[config.mk]
export PLATFORM = sky130hd
export DESIGN_NAME = scan_conv_top
export DESIGN_NICKNAME = d
export VERILOG_FILES = /design/src/rtl/video_pkg.sv /design/src/rtl/sys_pkg.sv /design/src/rtl/ctrl_regs.sv /design/src/rtl/front_panel.sv /design/src/rtl/capture_mux.sv /design/src/rtl/raster_position.sv /design/src/rtl/tx_output_stage.sv /design/src/rtl/scan_conv_top.sv
export VERILOG_INCLUDE_DIRS = /design/src /design/src/rtl
export SDC_FILE = /design/constraint.sdc
export NUM_CORES = 1
export LEC_CHECK = 0
export BUFFER_PORTS_ARGS = -buffer_cell sky130_fd_sc_hd__buf_2
export CAP_MARGIN = 20
export CORE_UTILIZATION = 48
export DETAILED_ROUTE_END_ITERATION = 10
export PLACE_DENSITY = 0.76
export RECOVER_POWER = 50
export SYNTH_ARGS = -nofsm -noshare
export SYNTH_HDL_FRONTEND = slang
export SYNTH_SLANG_ARGS = --single-unit
[constraint.sdc]
create_clock -name CLK27_i -period 1.7 [get_ports CLK27_i]
set_input_delay 0.34 -clock CLK27_i [delete_from_list [all_inputs] [get_ports CLK27_i]]
set_output_delay 0.34 -clock CLK27_i [all_outputs]
set_load 0.01 [all_outputs]
[src/rtl/scan_consts.svh]
`ifndef SCAN_CONSTS_SVH
`define SCAN_CONSTS_SVH

// Video widths
`define COLOR_W 8
`define XPOS_W 12
`define YPOS_W 11

// Front panel
`define BTN_W 6
`define RESYNC_CNT_W 8
`define RESYNC_LED_CYCLES 200

// APB register map
`define APB_ADDR_W 4
`define APB_DATA_W 32
`define REG_SYS_CTRL 4'h0
`define REG_CONTROLS 4'h4
`define REG_STATUS 4'h8
`define SYS_CTRL_RST 16'h0000
`define SYS_CTRL_WMASK 16'h003f

// OSD palette, indexed by the overlay colour
`define OSD_COLOR_0 24'h000000
`define OSD_COLOR_1 24'h0000ff
`define OSD_COLOR_2 24'hffff00
`define OSD_COLOR_3 24'hffffff

// Board rev with the red LSB routing problem, 1 clears red bit 0 at the output
`define PCB_R_LSB_FIX 1'b1

`endif

[src/rtl/video_pkg.sv]
`default_nettype none

`include "scan_consts.svh"

package video_pkg;

    typedef struct packed {
        logic [`COLOR_W-1:0] r;
        logic [`COLOR_W-1:0] g;
        logic [`COLOR_W-1:0] b;
    } rgb_t;

    typedef struct packed {
        rgb_t rgb;
        logic hsync;
        logic vsync;
        logic de;
    } video_pixel_t;

    typedef struct packed {
        logic bck;
        logic ws;
        logic data;
    } i2s_bus_t;

    typedef struct packed {
        logic [`XPOS_W-1:0] xpos;
        logic [`YPOS_W-1:0] ypos;
    } raster_pos_t;

    typedef struct packed {
        logic enable;
        logic [1:0] color;
    } osd_t;

endpackage

`default_nettype wire

[src/rtl/sys_pkg.sv]
`default_nettype none

`include "scan_consts.svh"

package sys_pkg;

    typedef struct packed {
        logic psel;
        logic penable;
        logic pwrite;
        logic [`APB_ADDR_W-1:0] paddr;
        logic [`APB_DATA_W-1:0] pwdata;
    } apb_req_t;

    typedef struct packed {
        logic [`APB_DATA_W-1:0] prdata;
        logic pready;
        logic pslverr;
    } apb_rsp_t;

    // System control word, bit 0 is poweron
    typedef struct packed {
        logic [9:0] reserved;
        logic adap_lm;
        logic audmux_sel;
        logic capture_sel;
        logic hdmirx_reset_n;
        logic isl_reset_n;
        logic poweron;
    } sys_ctrl_t;

endpackage

`default_nettype wire

[src/rtl/ctrl_regs.sv]
`timescale 1ns/1ps
`default_nettype none

`include "scan_consts.svh"

module ctrl_regs
    import sys_pkg::*;
(
    input  wire                      CLK27_i,
    input  wire                      po_reset_n,
    input  wire apb_req_t            apb_req_i,
    output apb_rsp_t                 apb_rsp_o,
    input  wire [`BTN_W-1:0]         btn_i,
    input  wire [`RESYNC_CNT_W-1:0]  resync_cnt_i,
    output sys_ctrl_t                sys_ctrl_o
);

    localparam int CTRL_W = $bits(sys_ctrl_t);

    logic access;
    logic hit_sys;
    logic hit_ctl;
    logic hit_sts;
    logic [`APB_DATA_W-1:0] rdata;
    sys_ctrl_t sys_ctrl_q;

    assign access = apb_req_i.psel & apb_req_i.penable;
    assign hit_sys = (apb_req_i.paddr == `REG_SYS_CTRL);
    assign hit_ctl = (apb_req_i.paddr == `REG_CONTROLS);
    assign hit_sts = (apb_req_i.paddr == `REG_STATUS);

    // Only the system control word is writable, reserved bits stay zero
    always_ff @(posedge CLK27_i or negedge po_reset_n) begin
        if (!po_reset_n) begin
            sys_ctrl_q <= sys_ctrl_t'(`SYS_CTRL_RST);
        end else if (access && apb_req_i.pwrite && hit_sys) begin
            sys_ctrl_q <= sys_ctrl_t'(apb_req_i.pwdata[CTRL_W-1:0] & `SYS_CTRL_WMASK);
        end
    end

    always_comb begin
        if (hit_sys) begin
            rdata = {{(`APB_DATA_W-CTRL_W){1'b0}}, sys_ctrl_q};
        end else if (hit_ctl) begin
            rdata = {{(`APB_DATA_W-`BTN_W){1'b0}}, btn_i};
        end else if (hit_sts) begin
            rdata = {{(`APB_DATA_W-`RESYNC_CNT_W){1'b0}}, resync_cnt_i};
        end else begin
            rdata = '0;
        end
    end

    // No wait states
    assign apb_rsp_o.prdata = rdata;
    assign apb_rsp_o.pready = 1'b1;
    assign apb_rsp_o.pslverr = access & ~(hit_sys | hit_ctl | hit_sts);

    assign sys_ctrl_o = sys_ctrl_q;

endmodule

`default_nettype wire

[src/rtl/front_panel.sv]
`timescale 1ns/1ps
`default_nettype none

`include "scan_consts.svh"

module front_panel
    import sys_pkg::*;
(
    input  wire                      CLK27_i,
    input  wire                      po_reset_n,
    input  wire [`BTN_W-1:0]         btn_raw_i,
    input  wire                      resync_strobe_i,
    input  wire sys_ctrl_t           sys_ctrl_i,
    output logic [`BTN_W-1:0]        btn_o,
    output logic [`RESYNC_CNT_W-1:0] resync_cnt_o,
    output logic [2:0]               led_o
);

    localparam int STRETCH_W = $clog2(`RESYNC_LED_CYCLES + 1);

    logic [`BTN_W-1:0] btn_sync1;
    logic [`BTN_W-1:0] btn_sync2;
    logic resync_sync1;
    logic resync_sync2;
    logic resync_prev;
    logic resync_edge;
    logic [STRETCH_W-1:0] stretch_q;
    logic [`RESYNC_CNT_W-1:0] event_cnt_q;

    assign resync_edge = resync_sync2 & ~resync_prev;

    // Buttons are active low, idle high
    always_ff @(posedge CLK27_i or negedge po_reset_n) begin
        if (!po_reset_n) begin
            btn_sync1 <= '1;
            btn_sync2 <= '1;
            resync_sync1 <= 1'b0;
            resync_sync2 <= 1'b0;
            resync_prev <= 1'b0;
        end else begin
            btn_sync1 <= btn_raw_i;
            btn_sync2 <= btn_sync1;
            resync_sync1 <= resync_strobe_i;
            resync_sync2 <= resync_sync1;
            resync_prev <= resync_sync2;
        end
    end

    // A new edge restarts the LED pulse
    always_ff @(posedge CLK27_i or negedge po_reset_n) begin
        if (!po_reset_n) begin
            stretch_q <= '0;
            event_cnt_q <= '0;
        end else if (resync_edge) begin
            stretch_q <= STRETCH_W'(`RESYNC_LED_CYCLES);
            event_cnt_q <= event_cnt_q + 1'b1;
        end else if (stretch_q != '0) begin
            stretch_q <= stretch_q - 1'b1;
        end
    end

    assign btn_o = btn_sync2;
    assign resync_cnt_o = event_cnt_q;
    // LED order is blue, green, red
    assign led_o = sys_ctrl_i.poweron ?
                   {sys_ctrl_i.adap_lm, sys_ctrl_i.capture_sel, (stretch_q != '0)} : 3'b001;

endmodule

`default_nettype wire

[src/rtl/capture_mux.sv]
`timescale 1ns/1ps
`default_nettype none

module capture_mux #(
    parameter type payload_t = logic
) (
    input  wire           CLK27_i,
    input  wire           po_reset_n,
    input  wire payload_t src0_i,
    input  wire payload_t src1_i,
    input  wire           sel_i,
    output payload_t      out_o
);

    payload_t src0_q1;
    payload_t src0_q2;
    payload_t src1_q1;
    payload_t src1_q2;
    payload_t sel_q;

    // Two input stages per source for pad-to-fabric timing
    always_ff @(posedge CLK27_i or negedge po_reset_n) begin
        if (!po_reset_n) begin
            src0_q1 <= '0;
            src0_q2 <= '0;
            src1_q1 <= '0;
            src1_q2 <= '0;
            sel_q <= '0;
        end else begin
            src0_q1 <= src0_i;
            src0_q2 <= src0_q1;
            src1_q1 <= src1_i;
            src1_q2 <= src1_q1;
            sel_q <= sel_i ? src1_q2 : src0_q2;
        end
    end

    assign out_o = sel_q;

endmodule

`default_nettype wire

[src/rtl/raster_position.sv]
`timescale 1ns/1ps
`default_nettype none

module raster_position
    import video_pkg::*;
(
    input  wire               CLK27_i,
    input  wire               po_reset_n,
    input  wire video_pixel_t pix_i,
    output raster_pos_t       pos_o
);

    logic hsync_prev;
    logic vsync_prev;
    logic v_start;
    raster_pos_t pos_q;

    always_ff @(posedge CLK27_i or negedge po_reset_n) begin
        if (!po_reset_n) begin
            hsync_prev <= 1'b0;
            vsync_prev <= 1'b0;
            v_start <= 1'b0;
            pos_q <= '0;
        end else begin
            if (vsync_prev && !pix_i.vsync) begin
                pos_q <= '0;
                v_start <= 1'b0;
            end else if (hsync_prev && !pix_i.hsync) begin
                pos_q.xpos <= '0;
                // No line advance before the first active pixel of the frame
                if (v_start) begin
                    pos_q.ypos <= pos_q.ypos + 1'b1;
                end
            end else if (pix_i.de) begin
                v_start <= 1'b1;
                pos_q.xpos <= pos_q.xpos + 1'b1;
            end
            hsync_prev <= pix_i.hsync;
            vsync_prev <= pix_i.vsync;
        end
    end

    assign pos_o = pos_q;

endmodule

`default_nettype wire

[src/rtl/tx_output_stage.sv]
`timescale 1ns/1ps
`default_nettype none

`include "scan_consts.svh"

module tx_output_stage
    import video_pkg::*;
(
    input  wire               CLK27_i,
    input  wire               po_reset_n,
    input  wire video_pixel_t pix_i,
    input  wire osd_t         osd_i,
    output video_pixel_t      pix_o
);

    rgb_t osd_rgb;
    video_pixel_t stage1_q;
    video_pixel_t stage2_q;

    always_comb begin
        case (osd_i.color)
            2'd0: osd_rgb = `OSD_COLOR_0;
            2'd1: osd_rgb = `OSD_COLOR_1;
            2'd2: osd_rgb = `OSD_COLOR_2;
            default: osd_rgb = `OSD_COLOR_3;
        endcase
    end

    always_ff @(posedge CLK27_i or negedge po_reset_n) begin
        if (!po_reset_n) begin
            stage1_q <= '0;
            stage2_q <= '0;
        end else begin
            stage1_q <= pix_i;
            if (osd_i.enable) begin
                stage1_q.rgb <= osd_rgb;
            end
            stage2_q <= stage1_q;
            stage2_q.rgb.r[0] <= stage1_q.rgb.r[0] & ~`PCB_R_LSB_FIX;
        end
    end

    assign pix_o = stage2_q;

endmodule

`default_nettype wire

[src/rtl/scan_conv_top.sv]
`timescale 1ns/1ps
`default_nettype none

`include "scan_consts.svh"

module scan_conv_top
    import video_pkg::*;
    import sys_pkg::*;
(
    input  wire               CLK27_i,
    input  wire               po_reset_n,
    input  wire apb_req_t     apb_req_i,
    output apb_rsp_t          apb_rsp_o,
    input  wire [`BTN_W-1:0]  BTN_i,
    input  wire               resync_strobe_i,
    input  wire video_pixel_t isl_pix_i,
    input  wire video_pixel_t hdmirx_pix_i,
    input  wire i2s_bus_t     pcm_i2s_i,
    input  wire i2s_bus_t     hdmirx_i2s_i,
    input  wire osd_t         osd_i,
    output video_pixel_t      hdmitx_pix_o,
    output i2s_bus_t          hdmitx_i2s_o,
    output raster_pos_t       xy_pos_o,
    output logic [2:0]        LED_o,
    output logic              ISL_RESET_N_o,
    output logic              HDMIRX_RESET_N_o,
    output logic              AUDMUX_o
);

    sys_ctrl_t sys_ctrl;
    logic [`BTN_W-1:0] btn_sync;
    logic [`RESYNC_CNT_W-1:0] resync_cnt;
    video_pixel_t capt_pix;

    ctrl_regs i_ctrl_regs (
        .CLK27_i      (CLK27_i),
        .po_reset_n   (po_reset_n),
        .apb_req_i    (apb_req_i),
        .apb_rsp_o    (apb_rsp_o),
        .btn_i        (btn_sync),
        .resync_cnt_i (resync_cnt),
        .sys_ctrl_o   (sys_ctrl)
    );

    front_panel i_front_panel (
        .CLK27_i         (CLK27_i),
        .po_reset_n      (po_reset_n),
        .btn_raw_i       (BTN_i),
        .resync_strobe_i (resync_strobe_i),
        .sys_ctrl_i      (sys_ctrl),
        .btn_o           (btn_sync),
        .resync_cnt_o    (resync_cnt),
        .led_o           (LED_o)
    );

    // src0 is the digitizer / PCM side
    capture_mux #(.payload_t(video_pixel_t)) i_video_mux (
        .CLK27_i    (CLK27_i),
        .po_reset_n (po_reset_n),
        .src0_i     (isl_pix_i),
        .src1_i     (hdmirx_pix_i),
        .sel_i      (sys_ctrl.capture_sel),
        .out_o      (capt_pix)
    );

    capture_mux #(.payload_t(i2s_bus_t)) i_audio_mux (
        .CLK27_i    (CLK27_i),
        .po_reset_n (po_reset_n),
        .src0_i     (pcm_i2s_i),
        .src1_i     (hdmirx_i2s_i),
        .sel_i      (sys_ctrl.capture_sel),
        .out_o      (hdmitx_i2s_o)
    );

    raster_position i_raster_position (
        .CLK27_i    (CLK27_i),
        .po_reset_n (po_reset_n),
        .pix_i      (capt_pix),
        .pos_o      (xy_pos_o)
    );

    tx_output_stage i_tx_output_stage (
        .CLK27_i    (CLK27_i),
        .po_reset_n (po_reset_n),
        .pix_i      (capt_pix),
        .osd_i      (osd_i),
        .pix_o      (hdmitx_pix_o)
    );

    assign ISL_RESET_N_o = sys_ctrl.isl_reset_n;
    assign HDMIRX_RESET_N_o = sys_ctrl.hdmirx_reset_n;
    // Board audio switch select is inverted
    assign AUDMUX_o = ~sys_ctrl.audmux_sel;

endmodule

`default_nettype wire

==> results of run 1 <==
worst max path at each step:
stage,slack (ps),to,startpoint
floorplan,-9,LED_o[0],i_front_panel.stretch_q[0]
global placement,-80,LED_o[0],i_front_panel.stretch_q[1]
detailed placement,-130,i_ctrl_regs.sys_ctrl_o[3],apb_req_i[33]
CTS,-580,LED_o[0],i_front_panel.stretch_q[0]
global route,-620,LED_o[0],i_front_panel.stretch_q[0]
finish,-530,LED_o[0],i_front_panel.stretch_q[0]
cells in the mapped netlist (all sizes together) (11+ instances only):
| cell type | number |
|---|---|
| nand2 | 20 |
| nand3 | 11 |
| mux2 | 35 |
| dfrtp | 246 |
| dfstp | 12 |
| a21oi | 21 |
| nor2 | 17 |
| o21ai | 32 |
| buf | 31 |
| inv | 29 |
area by class of cell:
type	count	share of cell area, %
clock inverters	13	0.991
flip-flops and latches	258	57.0
well taps	225	2.48
clock buffers	35	6.20
multi-input cells	266	16.3
inverters	29	0.958
repair buffers	255	16.1
power by group:
group / internal [mW] / total (mW) / switching (mW)
Combinational: 0.904 / 1.76 / 0.857
Sequential: 6.69 / 7.02 / 0.337
Clock: 3.08 / 5.35 / 2.27
Total: 10.7 / 14.1 / 3.47
kinds of logic after synthesis:
group / count (synthesis) / share of synthesized area, %
AND/OR/NAND/NOR: 109 / 7.28
adder cells (fa/ha/maj): 5 / 0.736
multiplexers: 42 / 5.46
other: 2 / 0.0884
flip-flops: 258 / 76.2
buffers and inverters: 70 / 4.27
XOR/XNOR: 13 / 1.34
AO/OA/AOI/OAI: 70 / 4.65
flip-flops by register name (all words and copies together), names as in the netlist, 3 cells and up:
name	count
i_audio_mux.out_o	3
i_audio_mux.src0_q1	3
i_audio_mux.src0_q2	3
i_audio_mux.src1_q1	3
i_audio_mux.src1_q2	3
i_ctrl_regs.sys_ctrl_o	6
i_front_panel.btn_o	6
i_front_panel.btn_sync1	6
i_front_panel.resync_cnt_o	8
i_front_panel.stretch_q	8
i_raster_position.pos_o	23
i_tx_output_stage.pix_o	26
i_tx_output_stage.stage1_q	26
i_video_mux.out_o	26
i_video_mux.src0_q1	26
i_video_mux.src0_q2	26
i_video_mux.src1_q1	26
i_video_mux.src1_q2	26
metal layers:
metal  track usage, %  vias up  routed length, µm
met5                0        -                  0
met2             37.2      173               9500
li1                 -     2407                  -
met4             7.18        0                502
met1             21.0     2594               6160
met3             3.79       37                790
critical path, stage by stage (launching register included):
cell and delay [ps]:
dfrtp_1 380, inv_2 90, ha_4 140, or4b_4 480
nor2_4 120, nand2_2 60, buf_6 120
what timing repair did:
item | 4_1_cts | 5_1_grt
pin swaps | 16 | 8
gates cloned | 2 | 0
setup endpoints to repair | 11 | 14
buffers inserted | 9 | 5
resized for setup | 18 | 16
hold endpoints to repair | 107 | 0
hold buffers | 66 | 0
==> impl_results.md, run 1 <==
- Pwr dens: approximately 1200 nW/µm²
- CP required: around 1400 ps
- FF-to-FF setup slack: -60 ps
- Die H: 135 µm
- WHS Path Cells: 2
- CTS H-tree depth: 1
- Failing checks: setup timing
- Antenna cell count: 0
- Slew @ Worst Pin: approximately 1200 ps
- Async set or reset register ratio after synthesis: between 90% and 100%
- Via Count: between 5000 and 6000
- Clock latency at the later pin of the worst-skew pair: about 520 ps
- Yosys warns: 0
- Largest net degree at the start of global routing: 58
- Max Slew Vio Count: 0
- Hold slack: 62.7 ps
- Unique masters post-synth: 40
- Status: complete, but fails checks
- HPWL Detailed: between 9000 and 10000 µm
- Die area: ~18000 µm²
- Share of layout cells above drive strength 1: between 30% and 40%
- Clk root buf: clkbuf_16
- Finished Layout Cells: roughly 1100
- Max cap viols: 0
- Nets: around 950
- Number of synthesized register bits: approximately 260
- Vias in the first global route: roughly 5600
- Post-DP Area: between 9000 and 10000 µm²
- Post-Syn Area: about 8500 µm²
- Synthesized netlist cell count: 569
- Critical Path End Type: output port
- Io pins: around 200
- Final ANT Viol Nets: 0
- Fin crit share: 131%
- Pwr Total: 14.1 mW
- Final instance area: 11400 µm²
- Critical path fanouts, max: 2
- Detailed-route wire length: approximately 17000 µm
- Clk_skew: around 9.0 ps
- Via/cell ratio: slightly below 5
- Num rows: between 40 and 50
- Placed cells: between 900 and 1000
- RSZ-0062 raised after global routing: true
- Post-synth EDFFs: 0
- Pre-antenna DRT Iters: 4
- Startpoint types: register
- Critical Setup Path Class: reg -> out
- Top cells by area, synth: dfrtp_1, mux2_2, dfstp_2
- Register area: ~6500 µm²
- Max VDD drop: approximately 1.2 mV
- Area of the multi-input gates: about 1800 µm²
- Detailed Route Iter0 Violations: 200
- Tot GR Track Use: between 10% and 20%
- Hold crit path type: in -> reg
- Fmax achieved: 0.448 GHz
- Worst Setup Slack post-DPL: -126 ps
- Min-Delay Endpoint: i_ctrl_regs.sys_ctrl_o[4]
- Fin crit period: approximately 2200 ps
- Commonest non-fill, non-tap cells in the layout: dfrtp_1, buf_2, dlygate4sd3_1, mux2_2, o21ai_0
- Leakage: 5.33 nW
- Worst R2R Path Depth: 6
- Setup tns final: -721 ps
- RR Endpoint: i_front_panel.stretch_q[1]
- Worst-case clock buffer depth: 3
- Drt wl/cell: about 16 µm
- DRC: 0
- First-pass GRT wire length: roughly 27000 µm
- HP Start: apb_req_i[4]
- CTS tree: yes
- Endpoints failing setup: 8
- Synth top area share: 72.5%
- Max-slew headroom: between 10% and 20%
- Fin util: about two thirds
- Initial Util: between 40% and 50%
- Critical Path AT: ~1900 ps
- Remaining Overflow, GRT: 0
- Final Hold Viols: 0
- CTS buffer count: 26
- Placer Congestion: around 0.81
- Fillers: between 1000 and 1500
- # port buffers: 149
- Synth-to-Final Area Change: 33.7%
- Die width: approximately 140 µm
- Clk sinks: ~260
- Mapped Avg Cell Area: approximately 15 µm²
- Main synth FF type: dfrtp_1
- Initial antenna violation count: 0
- Core Footprint: 17300 µm²
- Top cell type by total area after synthesis: dfrtp_1
- Most common cell after layout, fill and taps aside: dfrtp_1
- Final setup margin: -533 ps
- Reg2reg start: i_front_panel.stretch_q[0]
- Clk pin slew, worst setup/hold paths: ~60 ps
- Seq/Total Area, Yosys: 76.2%
(Power assumes the default switching activity.)
==> run 2: changes to the inputs <==
- CORE_MARGIN: not set -> 2
- PLACE_DENSITY: 0.76 -> not set
- PLACE_DENSITY_LB_ADDON: not set -> 0.15
==> run 2 against run 1 <==
  * Global-route usage shrank 2.5 points
  * Clock skew grew 7.6 ps
  * Critical path depth is the same
  * Power grew 2.9%
  * The run still ends with setup timing left
  * Clock power grew 9.3%
==> impl_results.md, run 2 (synthesis results as in run 1) <==
- Io pins: about 200
- Finished Layout Cells: 1079
- Tot GR Track Use: ~17%
- Critical path fanouts, max: 3
- Max-slew headroom: ~2.6%
- Via Count: just over 5000
- Critical Path End Type: output port
- # port buffers: around 150
- Placed cells: approximately 960
- Synth-to-Final Area Change: 35.4%
- Pwr dens: ~1300 nW/µm²
- Most common cell after layout, fill and taps aside: dfrtp_1
- Remaining Overflow, GRT: 0
- Critical Path AT: 1910 ps
- Fillers: 1196
- Critical Setup Path Class: reg -> out
- RSZ-0062 raised after global routing: true
- Detailed-route wire length: ~15000 µm
- DRC: 0
- Status: complete, but fails checks
- Clk pin slew, worst setup/hold paths: 60 ps
- Num rows: 48
- Final ANT Viol Nets: 0
- Antenna cell count: 0
- CP required: around 1400 ps
- CTS tree: yes
- Detailed Route Iter0 Violations: 167
- Fin util: 66.5%
- Core Footprint: approximately 17000 µm²
- Slew @ Worst Pin: between 1000 and 1500 ps
- CTS H-tree depth: 1
- Clk_skew: about 17 ps
- Clk sinks: roughly 260
- Die width: approximately 140 µm
- Worst-case clock buffer depth: 3
- Pre-antenna DRT Iters: 4
- Clock latency at the later pin of the worst-skew pair: around 530 ps
- Nets: about 950
- Startpoint types: register
- Final Hold Viols: 0
- Die H: about 140 µm
- Commonest non-fill, non-tap cells in the layout: dfrtp_1, buf_2, dlygate4sd3_1, mux2_2, o21ai_0
- Fmax achieved: roughly 0.45 GHz
- Max cap viols: 0
- Initial antenna violation count: 0
- Fin crit share: 132%
- Via/cell ratio: about 4.7
- Clk root buf: clkbuf_16
- Worst Setup SP: i_front_panel.stretch_q[0]
- HPWL Detailed: between 9000 and 10000 µm
- Reg2reg start: i_front_panel.stretch_q[0]
- Drt wl/cell: between 10 and 15 µm
- Initial Util: just under 50%
- CTS buffer count: 26
- Placer Congestion: 0.777
- Max Slew Vio Count: 0
- Final setup margin: -546 ps
- Vias in the first global route: approximately 5200
- Failing checks: setup timing
- Leakage: approximately 5.4 nW
- Die area: roughly 19000 µm²
- Largest net degree at the start of global routing: 55
- Worst Setup Slack post-DPL: -125 ps
- Setup tns final: -707 ps
- First-pass GRT wire length: approximately 25000 µm
- Endpoints failing setup: 6
- Share of layout cells above drive strength 1: between 30% and 40%
- Max VDD drop: approximately 0.99 mV
- Fin crit period: 2250 ps
- Hold crit path type: in -> reg
- HP Start: apb_req_i[3]
-- run 2: area by class of cell --
class	instances	area, µm²	share of cell area (%)
multi-input combinational	266	1900	16.5
tap	225	282	2.45
sequential	258	6480	56.3
timing repair buffer	254	1820	15.8
clock inverter	9	128	1.11
clock buffer	38	797	6.93
inverter	29	109	0.946
-- run 2: critical path, stage by stage, from the launching register on --
cell,delay (ps)
dfrtp_1,400
inv_2,80
ha_4,120
or4b_4,470
nor2_4,110
nand2_2,70
buf_6,120
-- run 2: through the flow --
| step | hold slack (ps) | instance area [µm²] | power [mW] |
|---|---|---|---|
| after floorplan | 44.4 | 8610 | 7.82 |
| after global placement | 290 | 9700 | 8.44 |
| after detailed placement | 295 | 9700 | 8.52 |
| after CTS | 28.2 | 11400 | 14.6 |
| after global routing | 30.0 | 11500 | 15.2 |
| final | 46.7 | 11500 | 14.6 |
-- run 2: worst paths after layout --
| check | to | slack (ps) | depth (start not counted) |
|---|---|---|---|
| max in group asynchronous | i_ctrl_regs.sys_ctrl_o[3] | 10 | 2 |
| min in group asynchronous | i_video_mux.src0_q2[7] | 690 | 2 |
| min reg2reg | i_tx_output_stage.pix_o[13] | 350 | 0 |
| max | LED_o[0] | -550 | 6 |
| max reg2reg | i_front_panel.stretch_q[1] | 10 | 5 |
| min | i_ctrl_regs.sys_ctrl_o[3] | 50 | 2 |
-- run 2: what timing repair did --
action	4_1_cts	5_1_grt
setup endpoints to repair	10	18
gates cloned	1	0
hold buffers	66	0
gates resized for setup	23	21
pin swaps	19	5
buffers inserted	13	3
hold endpoints to repair	105	0
-- run 2: where the power goes --
group	internal, mW	total (mW)	switching [mW]	leakage, nW
logic	0.855	1.68	0.821	1.88
clock network	3.57	5.85	2.28	0.446
registers	6.69	7.03	0.336	3.07
total	11.1	14.6	3.44	5.40
-- run 2: routing by layer --
layer	routed length (µm)	GRT usage (%)	vias up
met5	0	0	-
met4	416	5.10	0
met3	837	3.70	33
met2	7770	28.8	149
met1	6440	21.8	2519
li1	-	-	2406
